**src/logic/soc_pkg.sv**
```systemverilog
package soc_pkg;

  // ~~~~~~~~~~~~~~~~~~~~~~~~~~~~~~~~~~~~~~~~~~~~~~~~~
  // bus widths
  // ~~~~~~~~~~~~~~~~~~~~~~~~~~~~~~~~~~~~~~~~~~~~~~~~~
  localparam int unsigned addr_w = 32;
  localparam int unsigned data_w = 64;   // one axi beat, one fetch or data word
  localparam int unsigned strb_w = 8;
  localparam int unsigned id_w   = 4;

  // ~~~~~~~~~~~~~~~~~~~~~~~~~~~~~~~~~~~~~~~~~~~~~~~~~
  // axi4 encodings
  // ~~~~~~~~~~~~~~~~~~~~~~~~~~~~~~~~~~~~~~~~~~~~~~~~~
  localparam logic [1:0] axi_burst_incr = 2'b01;
  localparam logic [2:0] axi_size_8b    = 3'b011;
  localparam logic [1:0] axi_resp_okay  = 2'b00;

  // ~~~~~~~~~~~~~~~~~~~~~~~~~~~~~~~~~~~~~~~~~~~~~~~~~
  // sram macro and cache line geometry
  // ~~~~~~~~~~~~~~~~~~~~~~~~~~~~~~~~~~~~~~~~~~~~~~~~~
  localparam int unsigned line_w     = 128;  // also the sram word
  localparam int unsigned sram_aw    = 6;    // 64 lines
  localparam int unsigned line_beats = 2;    // line_w / data_w

endpackage
```
**src/logic/mem_req_if.sv**
```systemverilog
interface mem_req_if;

  // requester side
  logic                          req;    // held until done
  logic                          write;
  logic [soc_pkg::addr_w-1:0]    addr;
  logic [7:0]                    len;    // axi encoding, beats minus one
  logic [soc_pkg::data_w-1:0]    wdata;
  logic [soc_pkg::strb_w-1:0]    wstrb;

  // arbiter side
  logic                          gnt;    // level while this port owns the bus
  logic                          rvalid; // one pulse per read beat
  logic [soc_pkg::data_w-1:0]    rdata;
  logic                          rlast;
  logic                          done;   // end of the transaction

  modport requester (
    output req, write, addr, len, wdata, wstrb,
    input  gnt, rvalid, rdata, rlast, done
  );

  modport arbiter (
    input  req, write, addr, len, wdata, wstrb,
    output gnt, rvalid, rdata, rlast, done
  );

endinterface

```
**src/logic/soc_mem.sv**
```systemverilog
module soc_mem #(
  parameter logic [soc_pkg::id_w-1:0] fetch_id    = 4'd0,
  parameter logic [soc_pkg::id_w-1:0] data_id     = 4'd1,
  parameter int unsigned              icache_sets = 64
) (
  input  logic                        clock,
  input  logic                        arst_n,
  // instruction fetch
  input  logic                        fetch_req,
  input  logic [soc_pkg::addr_w-1:0]  fetch_addr,
  output logic                        fetch_busy,
  output logic                        fetch_valid,
  output logic [soc_pkg::data_w-1:0]  fetch_data,
  // uncached data
  input  logic                        data_req,
  input  logic                        data_we,
  input  logic [soc_pkg::addr_w-1:0]  data_addr,
  input  logic [soc_pkg::data_w-1:0]  data_wdata,
  input  logic [soc_pkg::strb_w-1:0]  data_wstrb,
  output logic                        data_busy,
  output logic                        data_done,
  output logic [soc_pkg::data_w-1:0]  data_rdata,
  // axi4 master
  input  logic                        axi_arready,
  output logic                        axi_arvalid,
  output logic [soc_pkg::addr_w-1:0]  axi_araddr,
  output logic [soc_pkg::id_w-1:0]    axi_arid,
  output logic [7:0]                  axi_arlen,
  output logic [2:0]                  axi_arsize,
  output logic [1:0]                  axi_arburst,
  output logic                        axi_rready,
  input  logic                        axi_rvalid,
  input  logic [1:0]                  axi_rresp,
  input  logic [soc_pkg::data_w-1:0]  axi_rdata,
  input  logic                        axi_rlast,
  input  logic [soc_pkg::id_w-1:0]    axi_rid,
  input  logic                        axi_awready,
  output logic                        axi_awvalid,
  output logic [soc_pkg::addr_w-1:0]  axi_awaddr,
  output logic [soc_pkg::id_w-1:0]    axi_awid,
  output logic [7:0]                  axi_awlen,
  output logic [2:0]                  axi_awsize,
  output logic [1:0]                  axi_awburst,
  input  logic                        axi_wready,
  output logic                        axi_wvalid,
  output logic [soc_pkg::data_w-1:0]  axi_wdata,
  output logic [soc_pkg::strb_w-1:0]  axi_wstrb,
  output logic                        axi_wlast,
  output logic                        axi_bready,
  input  logic                        axi_bvalid,
  input  logic [1:0]                  axi_bresp,
  input  logic [soc_pkg::id_w-1:0]    axi_bid,
  // icache line sram
  output logic [soc_pkg::sram_aw-1:0] sram_addr,
  output logic                        sram_cen,
  output logic                        sram_wen,
  output logic [soc_pkg::line_w-1:0]  sram_wmask,
  output logic [soc_pkg::line_w-1:0]  sram_wdata,
  input  logic [soc_pkg::line_w-1:0]  sram_rdata
);

  mem_req_if fetch_bus ();
  mem_req_if data_bus ();

  icache #(
    .icache_sets (icache_sets)
  ) i_icache (
    .bus (fetch_bus),
    .*
  );

  data_port i_data_port (
    .bus (data_bus),
    .*
  );

  axi_master_arbiter #(
    .fetch_id (fetch_id),
    .data_id  (data_id)
  ) i_arbiter (
    .fetch (fetch_bus),
    .data  (data_bus),
    .*
  );

endmodule

```
**src/logic/data_port.sv**
```systemverilog
module data_port (
  input  logic                       clock,
  input  logic                       arst_n,
  input  logic                       data_req,
  input  logic                       data_we,
  input  logic [soc_pkg::addr_w-1:0] data_addr,
  input  logic [soc_pkg::data_w-1:0] data_wdata,
  input  logic [soc_pkg::strb_w-1:0] data_wstrb,
  output logic                       data_busy,
  output logic                       data_done,
  output logic [soc_pkg::data_w-1:0] data_rdata,
  mem_req_if.requester               bus
);

  logic                       req_q;
  logic                       we_q;
  logic [soc_pkg::addr_w-1:0] addr_q;
  logic [soc_pkg::data_w-1:0] wdata_q;
  logic [soc_pkg::strb_w-1:0] wstrb_q;
  logic [soc_pkg::data_w-1:0] rdata_q;

  logic accept;

  assign accept = data_req && !req_q;

  assign bus.req   = req_q;
  assign bus.write = we_q;
  assign bus.addr  = addr_q;
  assign bus.len   = 8'd0;  // single beat
  assign bus.wdata = wdata_q;
  assign bus.wstrb = wstrb_q;

  assign data_busy  = req_q;     // covers the done cycle too
  assign data_done  = bus.done;
  assign data_rdata = rdata_q;

  always_ff @(posedge clock or negedge arst_n) begin
    if (!arst_n) begin
      req_q <= 1'b0;
    end else if (accept) begin
      req_q <= 1'b1;
    end else if (bus.done) begin
      req_q <= 1'b0;
    end
  end

  always_ff @(posedge clock) begin
    if (accept) begin
      we_q    <= data_we;
      addr_q  <= data_addr;
      wdata_q <= data_wdata;
      wstrb_q <= data_wstrb;
    end
    if (bus.gnt && bus.rvalid && !we_q) rdata_q <= bus.rdata;  // load beat
  end

endmodule

```
**src/logic/icache.sv**
```systemverilog
module icache #(
  parameter int unsigned icache_sets = 64
) (
  input  logic                       clock,
  input  logic                       arst_n,
  input  logic                       fetch_req,
  input  logic [soc_pkg::addr_w-1:0] fetch_addr,
  output logic                       fetch_busy,
  output logic                       fetch_valid,
  output logic [soc_pkg::data_w-1:0] fetch_data,
  mem_req_if.requester               bus,
  output logic [soc_pkg::sram_aw-1:0] sram_addr,
  output logic                       sram_cen,
  output logic                       sram_wen,
  output logic [soc_pkg::line_w-1:0] sram_wmask,
  output logic [soc_pkg::line_w-1:0] sram_wdata,
  input  logic [soc_pkg::line_w-1:0] sram_rdata
);

  localparam int unsigned idx_w  = $clog2(icache_sets);
  localparam int unsigned off_w  = $clog2(soc_pkg::line_w / 8);  // byte offset in a line
  localparam int unsigned byte_w = $clog2(soc_pkg::data_w / 8);  // byte offset in a word
  localparam int unsigned beat_w = $clog2(soc_pkg::line_beats);
  localparam int unsigned tag_w  = soc_pkg::addr_w - idx_w - off_w;

  typedef enum logic [1:0] {st_idle, st_hit, st_miss, st_resp} state_t;

  state_t                     state_q;
  logic [icache_sets-1:0]     valid_q;
  logic [tag_w-1:0]           tag_mem [icache_sets];
  logic                       req_q;
  logic [beat_w-1:0]          beat_q;   // next refill beat
  logic [idx_w-1:0]           idx_q;
  logic [tag_w-1:0]           tag_q;
  logic [beat_w-1:0]          word_q;
  logic [soc_pkg::line_w-1:0] line_q;

  logic [idx_w-1:0] req_idx;
  logic [tag_w-1:0] req_tag;
  logic             lookup;
  logic             hit;
  logic             beat_in;
  logic             fill;

  assign req_idx = fetch_addr[off_w +: idx_w];
  assign req_tag = fetch_addr[soc_pkg::addr_w-1 -: tag_w];
  assign lookup  = (state_q == st_idle) && fetch_req;
  assign hit     = valid_q[req_idx] && (tag_mem[req_idx] == req_tag);
  assign beat_in = (state_q == st_miss) && bus.gnt && bus.rvalid;
  assign fill    = (state_q == st_miss) && bus.done;  // cycle after rlast

  // ~~~~~~~~~~~~~~~~~~~~~~~~~~~~~~~~~~~~~~~~~~~~~~~~~
  // sram port
  // ~~~~~~~~~~~~~~~~~~~~~~~~~~~~~~~~~~~~~~~~~~~~~~~~~
  assign sram_cen   = !(lookup || fill);
  assign sram_wen   = !fill;
  assign sram_addr  = fill ? idx_q : req_idx;
  assign sram_wmask = '0;  // whole line
  assign sram_wdata = line_q;

  // ~~~~~~~~~~~~~~~~~~~~~~~~~~~~~~~~~~~~~~~~~~~~~~~~~
  // core side
  // ~~~~~~~~~~~~~~~~~~~~~~~~~~~~~~~~~~~~~~~~~~~~~~~~~
  assign fetch_busy  = state_q != st_idle;
  assign fetch_valid = (state_q == st_hit) || (state_q == st_resp);
  assign fetch_data  = (state_q == st_resp) ?
                       line_q[word_q*soc_pkg::data_w +: soc_pkg::data_w] :
                       sram_rdata[word_q*soc_pkg::data_w +: soc_pkg::data_w];

  // refill request, one aligned line
  assign bus.req   = req_q;
  assign bus.write = 1'b0;
  assign bus.addr  = {tag_q, idx_q, {off_w{1'b0}}};
  assign bus.len   = 8'(soc_pkg::line_beats - 1);
  assign bus.wdata = '0;
  assign bus.wstrb = '0;

  always_ff @(posedge clock or negedge arst_n) begin
    if (!arst_n) begin
      state_q <= st_idle;
      valid_q <= '0;
      req_q   <= 1'b0;
      beat_q  <= '0;
    end else begin
      case (state_q)
        st_idle: begin
          if (fetch_req) begin
            if (hit) begin
              state_q <= st_hit;
            end else begin
              state_q <= st_miss;
              req_q   <= 1'b1;
            end
          end
        end
        st_hit: state_q <= st_idle;
        st_miss: begin
          if (beat_in) beat_q <= bus.rlast ? '0 : beat_q + 1'b1;
          if (bus.done) begin
            req_q          <= 1'b0;
            valid_q[idx_q] <= 1'b1;
            state_q        <= st_resp;
          end
        end
        st_resp: state_q <= st_idle;
        default: state_q <= st_idle;
      endcase
    end
  end

  always_ff @(posedge clock) begin
    if (lookup) begin
      idx_q  <= req_idx;
      tag_q  <= req_tag;
      word_q <= fetch_addr[byte_w +: beat_w];
    end
    if (beat_in) line_q[beat_q*soc_pkg::data_w +: soc_pkg::data_w] <= bus.rdata;
    if (fill) tag_mem[idx_q] <= tag_q;
  end

endmodule

```
**src/logic/axi_master_arbiter.sv**
```systemverilog
module axi_master_arbiter #(
  parameter logic [soc_pkg::id_w-1:0] fetch_id = 4'd0,
  parameter logic [soc_pkg::id_w-1:0] data_id  = 4'd1
) (
  input  logic                       clock,
  input  logic                       arst_n,
  mem_req_if.arbiter                 fetch,
  mem_req_if.arbiter                 data,
  input  logic                       axi_arready,
  output logic                       axi_arvalid,
  output logic [soc_pkg::addr_w-1:0] axi_araddr,
  output logic [soc_pkg::id_w-1:0]   axi_arid,
  output logic [7:0]                 axi_arlen,
  output logic [2:0]                 axi_arsize,
  output logic [1:0]                 axi_arburst,
  output logic                       axi_rready,
  input  logic                       axi_rvalid,
  input  logic [1:0]                 axi_rresp,
  input  logic [soc_pkg::data_w-1:0] axi_rdata,
  input  logic                       axi_rlast,
  input  logic [soc_pkg::id_w-1:0]   axi_rid,
  input  logic                       axi_awready,
  output logic                       axi_awvalid,
  output logic [soc_pkg::addr_w-1:0] axi_awaddr,
  output logic [soc_pkg::id_w-1:0]   axi_awid,
  output logic [7:0]                 axi_awlen,
  output logic [2:0]                 axi_awsize,
  output logic [1:0]                 axi_awburst,
  input  logic                       axi_wready,
  output logic                       axi_wvalid,
  output logic [soc_pkg::data_w-1:0] axi_wdata,
  output logic [soc_pkg::strb_w-1:0] axi_wstrb,
  output logic                       axi_wlast,
  output logic                       axi_bready,
  input  logic                       axi_bvalid,
  input  logic [1:0]                 axi_bresp,
  input  logic [soc_pkg::id_w-1:0]   axi_bid
);

  typedef enum logic [1:0] {st_idle, st_addr, st_data, st_resp} state_t;

  state_t state_q;
  logic   data_last_q;  // data port owns the bus, or was served last
  logic   aw_done_q;
  logic   w_done_q;
  logic   err_q;        // bad beat seen earlier in this burst

  logic                       pick_data;
  logic                       sel_write;
  logic [soc_pkg::addr_w-1:0] sel_addr;
  logic [7:0]                 sel_len;
  logic [soc_pkg::id_w-1:0]   cur_id;
  logic                       aw_ok;
  logic                       w_ok;
  logic                       r_beat;
  logic                       r_err;
  logic                       b_beat;
  logic                       b_err;

  assign pick_data = data.req && (!fetch.req || !data_last_q);  // round robin on a tie

  assign sel_write = data_last_q ? data.write : fetch.write;
  assign sel_addr  = data_last_q ? data.addr  : fetch.addr;
  assign sel_len   = data_last_q ? data.len   : fetch.len;
  assign cur_id    = data_last_q ? data_id    : fetch_id;

  // ~~~~~~~~~~~~~~~~~~~~~~~~~~~~~~~~~~~~~~~~~~~~~~~~~
  // axi channels, payload held by the owner's req
  // ~~~~~~~~~~~~~~~~~~~~~~~~~~~~~~~~~~~~~~~~~~~~~~~~~
  assign axi_arvalid = (state_q == st_addr) && !sel_write;
  assign axi_araddr  = sel_addr;
  assign axi_arid    = cur_id;
  assign axi_arlen   = sel_len;
  assign axi_arsize  = soc_pkg::axi_size_8b;
  assign axi_arburst = soc_pkg::axi_burst_incr;
  assign axi_rready  = (state_q == st_data) && !sel_write;

  assign axi_awvalid = (state_q == st_addr) && sel_write && !aw_done_q;
  assign axi_awaddr  = sel_addr;
  assign axi_awid    = cur_id;
  assign axi_awlen   = sel_len;
  assign axi_awsize  = soc_pkg::axi_size_8b;
  assign axi_awburst = soc_pkg::axi_burst_incr;

  assign axi_wvalid  = (state_q == st_addr) && sel_write && !w_done_q;
  assign axi_wdata   = data_last_q ? data.wdata : fetch.wdata;
  assign axi_wstrb   = data_last_q ? data.wstrb : fetch.wstrb;
  assign axi_wlast   = 1'b1;  // writes are single beat
  assign axi_bready  = (state_q == st_data) && sel_write;

  assign aw_ok  = aw_done_q || axi_awready;
  assign w_ok   = w_done_q || axi_wready;
  assign r_beat = axi_rvalid && axi_rready;
  assign r_err  = (axi_rresp != soc_pkg::axi_resp_okay) || (axi_rid != cur_id);
  assign b_beat = axi_bvalid && axi_bready;
  assign b_err  = (axi_bresp != soc_pkg::axi_resp_okay) || (axi_bid != cur_id);

  // return path to the owner
  assign fetch.gnt    = (state_q != st_idle) && !data_last_q;
  assign fetch.rvalid = r_beat && !data_last_q;
  assign fetch.rdata  = axi_rdata;
  assign fetch.rlast  = axi_rlast;
  assign fetch.done   = (state_q == st_resp) && !data_last_q;

  assign data.gnt     = (state_q != st_idle) && data_last_q;
  assign data.rvalid  = r_beat && data_last_q;
  assign data.rdata   = axi_rdata;
  assign data.rlast   = axi_rlast;
  assign data.done    = (state_q == st_resp) && data_last_q;

  always_ff @(posedge clock or negedge arst_n) begin
    if (!arst_n) begin
      state_q     <= st_idle;
      data_last_q <= 1'b0;
      aw_done_q   <= 1'b0;
      w_done_q    <= 1'b0;
      err_q       <= 1'b0;
    end else begin
      case (state_q)
        st_idle: begin
          if (fetch.req || data.req) begin
            data_last_q <= pick_data;
            state_q     <= st_addr;
          end
        end
        st_addr: begin
          if (sel_write) begin
            aw_done_q <= aw_ok && !w_ok;
            w_done_q  <= w_ok && !aw_ok;
            if (aw_ok && w_ok) state_q <= st_data;
          end else if (axi_arready) begin
            state_q <= st_data;
          end
        end
        st_data: begin
          if (sel_write) begin
            if (b_beat) state_q <= b_err ? st_addr : st_resp;  // slave error, reissue
          end else if (r_beat) begin
            err_q <= axi_rlast ? 1'b0 : (err_q || r_err);
            if (axi_rlast) state_q <= (err_q || r_err) ? st_addr : st_resp;
          end
        end
        st_resp: state_q <= st_idle;
        default: state_q <= st_idle;
      endcase
    end
  end

endmodule

```
**config.mk**
```make
export PLATFORM = sky130hd
export DESIGN_NAME = soc_mem
export DESIGN_NICKNAME = d
export VERILOG_FILES = /design/src/logic/soc_pkg.sv /design/src/logic/mem_req_if.sv /design/src/logic/soc_mem.sv /design/src/logic/data_port.sv /design/src/logic/icache.sv /design/src/logic/axi_master_arbiter.sv
export SDC_FILE = /design/constraint.sdc
export NUM_CORES = 2
export LEC_CHECK = 0
export BUFFER_PORTS_ARGS = -buffer_cell sky130_fd_sc_hd__buf_2
export CELL_PAD_IN_SITES_DETAIL_PLACEMENT = 1
export CELL_PAD_IN_SITES_GLOBAL_PLACEMENT = 1
export CORE_UTILIZATION = 41
export CTS_BUF_LIST = sky130_fd_sc_hd__clkbuf_8
export CTS_CLUSTER_DIAMETER = 80
export DETAILED_ROUTE_END_ITERATION = 10
export GPL_TIMING_DRIVEN = 0
export PLACE_DENSITY_LB_ADDON = 0.1
export SETUP_SLACK_MARGIN = 0.5
export SKIP_LAST_GASP = 1
export SLEW_MARGIN = 20
export SYNTH_ARGS = -nofsm -noshare
export SYNTH_HDL_FRONTEND = slang
export SYNTH_SLANG_ARGS = --single-unit
export TNS_END_PERCENT = 30
```
**constraint.sdc**
```tcl
create_clock -name clock -period 17.79 [get_ports clock]
set_input_delay 0 -clock clock [delete_from_list [all_inputs] [get_ports clock]]
set_output_delay 0 -clock clock [all_outputs]
set_load 0.005 [all_outputs]
```
==> flow_summary.json <==
{
  "fmax_mhz": 192,
  "synth_top_area_cell": "edfxtp_1",
  "die_h_um": 423,
  "ys_types": 84,
  "cp-start-kind": "input pin",
  "synthMuxAreaShare": 0.141,
  "synthAdderAreaFrac": 0,
  "path_max_fanout": 10,
  "fin_nets": 5872,
  "max_cap_viol_count": 0,
  "final_antenna_net_count": 0,
  "required_ns": 18.69,
  "fin_tns_setup_ns": 0,
  "netlist_top_cells_area": "edfxtp_1, mux4_2, dfrtp_1, mux2i_1, buf_4",
  "gp_congestion": 0.984,
  "hold_class": "input pin to register",
  "worst_pin_slew_ns": 1.22,
  "regArea_um2": 53900,
  "fillers": 16400,
  "p_per_area_nw_per_um2": 106,
  "cts_max_level": 5,
  "ys_ff_latch": 1809,
  "synth_top_family_by_area": "multiplexers",
  "drt-wirelength-per-cell_um": 39.7,
  "rsz0062_at_grt": "no",
  "drt_first_iter_violations": 5935,
  "power.leakage_uw": 0.0345,
  "grt_use_total": 0.354,
  "syn_avg_cell_area_um2": 19.8,
  "synth_simple_gate_area_frac": 0.0461,
  "clock_sinks": 1809,
  "post-cts-setup-buffer-count": 0,
  "whs_ns": 0.156,
  "synth_top_area_frac": 0.716,
  "cts_tree": "done",
  "clk_pin_slew_worst_paths_ns": 0.06,
  "grt_pass1_vias": 47400,
  "relSlewSlack": 0.186,
  "syn_area_um2": 72700,
  "antenna_found_initial": 39,
  "start_util": 0.413,
  "grt-ovfl-total": 0,
  "drcViolationCount": 0,
  "areaGrowthSynthToFinish_pct": 29.6,
  "ys_seq_area_frac": 0.742,
  "setup_viol": 0,
  "clock_skew_ns": 0.0567,
  "firstDrtPassIters": 6,
  "core_um2": 176000,
  "multi_input_area_um2": 17000,
  "final_layout_size_suffix_gt1_frac": 0.370,
  "cts.path.max_buffers": 4,
  "io_buffers": 760,
  "end_kind": "register",
  "synth_compound_area_frac": 0.0290,
  "hold_violations": 0,
  "pin_count": 923,
  "die_area_um2": 179000,
  "fp.dieW_um": 423,
  "clock_latency_ns": 1.06,
  "critPathArrivalTime_ns": 6.12,
  "peakVddDrop_mv": 0.0839,
  "avgViaCountPerCell": 5.80,
  "yosys_warnings": 0,
  "post-route-period-util": 0.293,
  "core.rowCount": 154,
  "drv_slew": 0,
  "grt_max_degree": 44,
  "synth-edff-count": 1734,
  "cts-buffers-inserted": 321,
  "vias": 46900,
  "async_reset_ff_frac": 0.0415,
  "clockRootBuffer": "clkbuf_8",
  "synth-xor-area-share": 0.00229,
  "ys.flop_type": "edfxtp_1",
  "drt-total-wl_um": 321000,
  "status": "finished, final reports clean",
  "place.detailed.hpwl_um": 232000,
  "grt_pass1_wl_um": 422000,
  "timing.final.crit_period_ns": 5.21,
  "syn_inst": 3676,
  "critPathKind": "input pin to register"
}
-- Yosys cell counts (10+ instances only) --
cell and count:
a211oi_1 16, nand2_1 61, and2_1 143, a221oi_1 28
and3_1 12, buf_2 28, nor4_1 16, o22ai_1 77
nor3_1 17, nand2b_1 11, clkbuf_8 15, or3b_2 11
nand3b_1 12, edfxtp_1 1734, mux2i_1 179, xor2_1 11
dfrtp_1 75, mux2_2 45, buf_8 17, o21ai_0 13
nor2b_1 80, mux4_1 46, mux4_2 299, buf_4 206
buf_6 23, a21oi_1 27, or2_2 70, buf_1 10
inv_1 10, nand4_1 10, clkbuf_1 75, nand3_1 31
nor2_1 90, a22oi_1 69
-- critical path: stages --
cell and delay, ns:
dlygate4sd3_1 0.57, buf_2 0.14, buf_2 0.25, buf_6 0.23
nor2_1 0.50, clkbuf_1 0.79, clkbuf_1 0.62, a22oi_1 0.22
nand2_1 0.16, nand4_1 0.50, o21ai_0 0.41, xor2_1 0.56
nand4_1 0.22, nor2_1 0.22, a311oi_1 0.12, dlygate4sd3_1 0.58
-- metrics by stage --
step                      area (um^2)  power, uW  std cells  setup WS [ns]   util
after floorplan                 73300       5670       3833          11.64      -
after global placement          80000       6340       6933           8.02  0.455
after detailed placement        84500       6430       7116          12.68  0.480
after CTS                       94200      10000       8074          12.74  0.535
after global routing            94300      10300       8081          12.64  0.535
final                           94300      10000       8087          12.58  0.535
-- where the power goes --
part	switching [uW]	internal (uW)	leakage, uW
clock network	1750	1800	0.00329
registers	105	4860	0.0166
logic	877	623	0.0146
-- layer usage --
metal	GRT usage	routed length [um]	vias up
li1	-	-	18300
met1	0.424	114000	24800
met2	0.565	153000	2989
met3	0.101	32000	760
met4	0.221	22700	16
met5	0	104	-
-- cells by family (layout without fill, tap and decap cells) --
family                 after synthesis  after routing
multiplexers                       569            569
AO/OA/AOI/OAI                      293            293
AND/OR/NAND/NOR                    591            591
other                                2            172
flip-flops                        1809           1809
XOR/XNOR                            19             19
buffers and inverters              393           2294
-- cells in the final DEF, fill, tap and decap left out, types with 51 or more instances in the layout --
cell           instances
or2_2                 70
edfxtp_1            1734
mux4_2               299
nor2b_1               79
o22ai_1               77
buf_2                788
nand2_1               61
buf_4                213
buf_12                51
a22oi_1               69
buf_8                 71
clkbuf_8             352
conb_1               159
buf_16                76
and2_1               143
dfrtp_1               75
clkinv_1              57
mux2i_1              179
clkbuf_1              70
dlygate4sd3_1        421
nor2_4                65
inv_1                130
-- final cells by class --
type / count / area share
repair buffers: 1365 / 0.126
multi-input cells: 1631 / 0.180
inverters: 10 / 0.000398
well taps: 2340 / 0.0311
diodes: 13 / 0.000345
clock buffers: 337 / 0.0492
plain buffers: 383 / 0.0305
flip-flops and latches: 1809 / 0.572
clock inverters: 199 / 0.00961
-- flip-flops by register name (all words and copies together) (netlist names), 2 cells and up --
register,cells
i_icache.tag_q,22
i_icache.idx_q,6
i_icache.valid_q,64
i_data_port.bus.addr,32
i_arbiter.state_q,2
i_data_port.data_rdata,64
i_data_port.bus.wdata,64
i_icache.tag_mem,1408
i_data_port.bus.wstrb,8
i_icache.state_q,2
i_icache.sram_wdata,128
-- path summary, 6_finish.rpt --
path,startpoint,slack [ns],depth (start not counted),endpoint
min in group asynchronous,arst_n,0.61,5,i_icache.valid_q[22]
setup / recovery,fetch_addr[5],12.58,16,i_icache.state_q[1]
setup reg to reg,i_arbiter.data_last_q,13.09,10,i_icache.tag_mem[30][14]
max in group asynchronous,arst_n,16.53,6,i_icache.valid_q[36]
hold reg to reg,i_icache.valid_q[63],0.46,1,i_icache.valid_q[63]
hold / removal,axi_rvalid,0.16,5,i_arbiter.state_q[0]
-- repair_timing --
item	CTS	global route
hold buffers	422	0
endpoints found under the hold margin	666	0
gates resized for setup	0	0
Power figures use the tool's default switching activity.
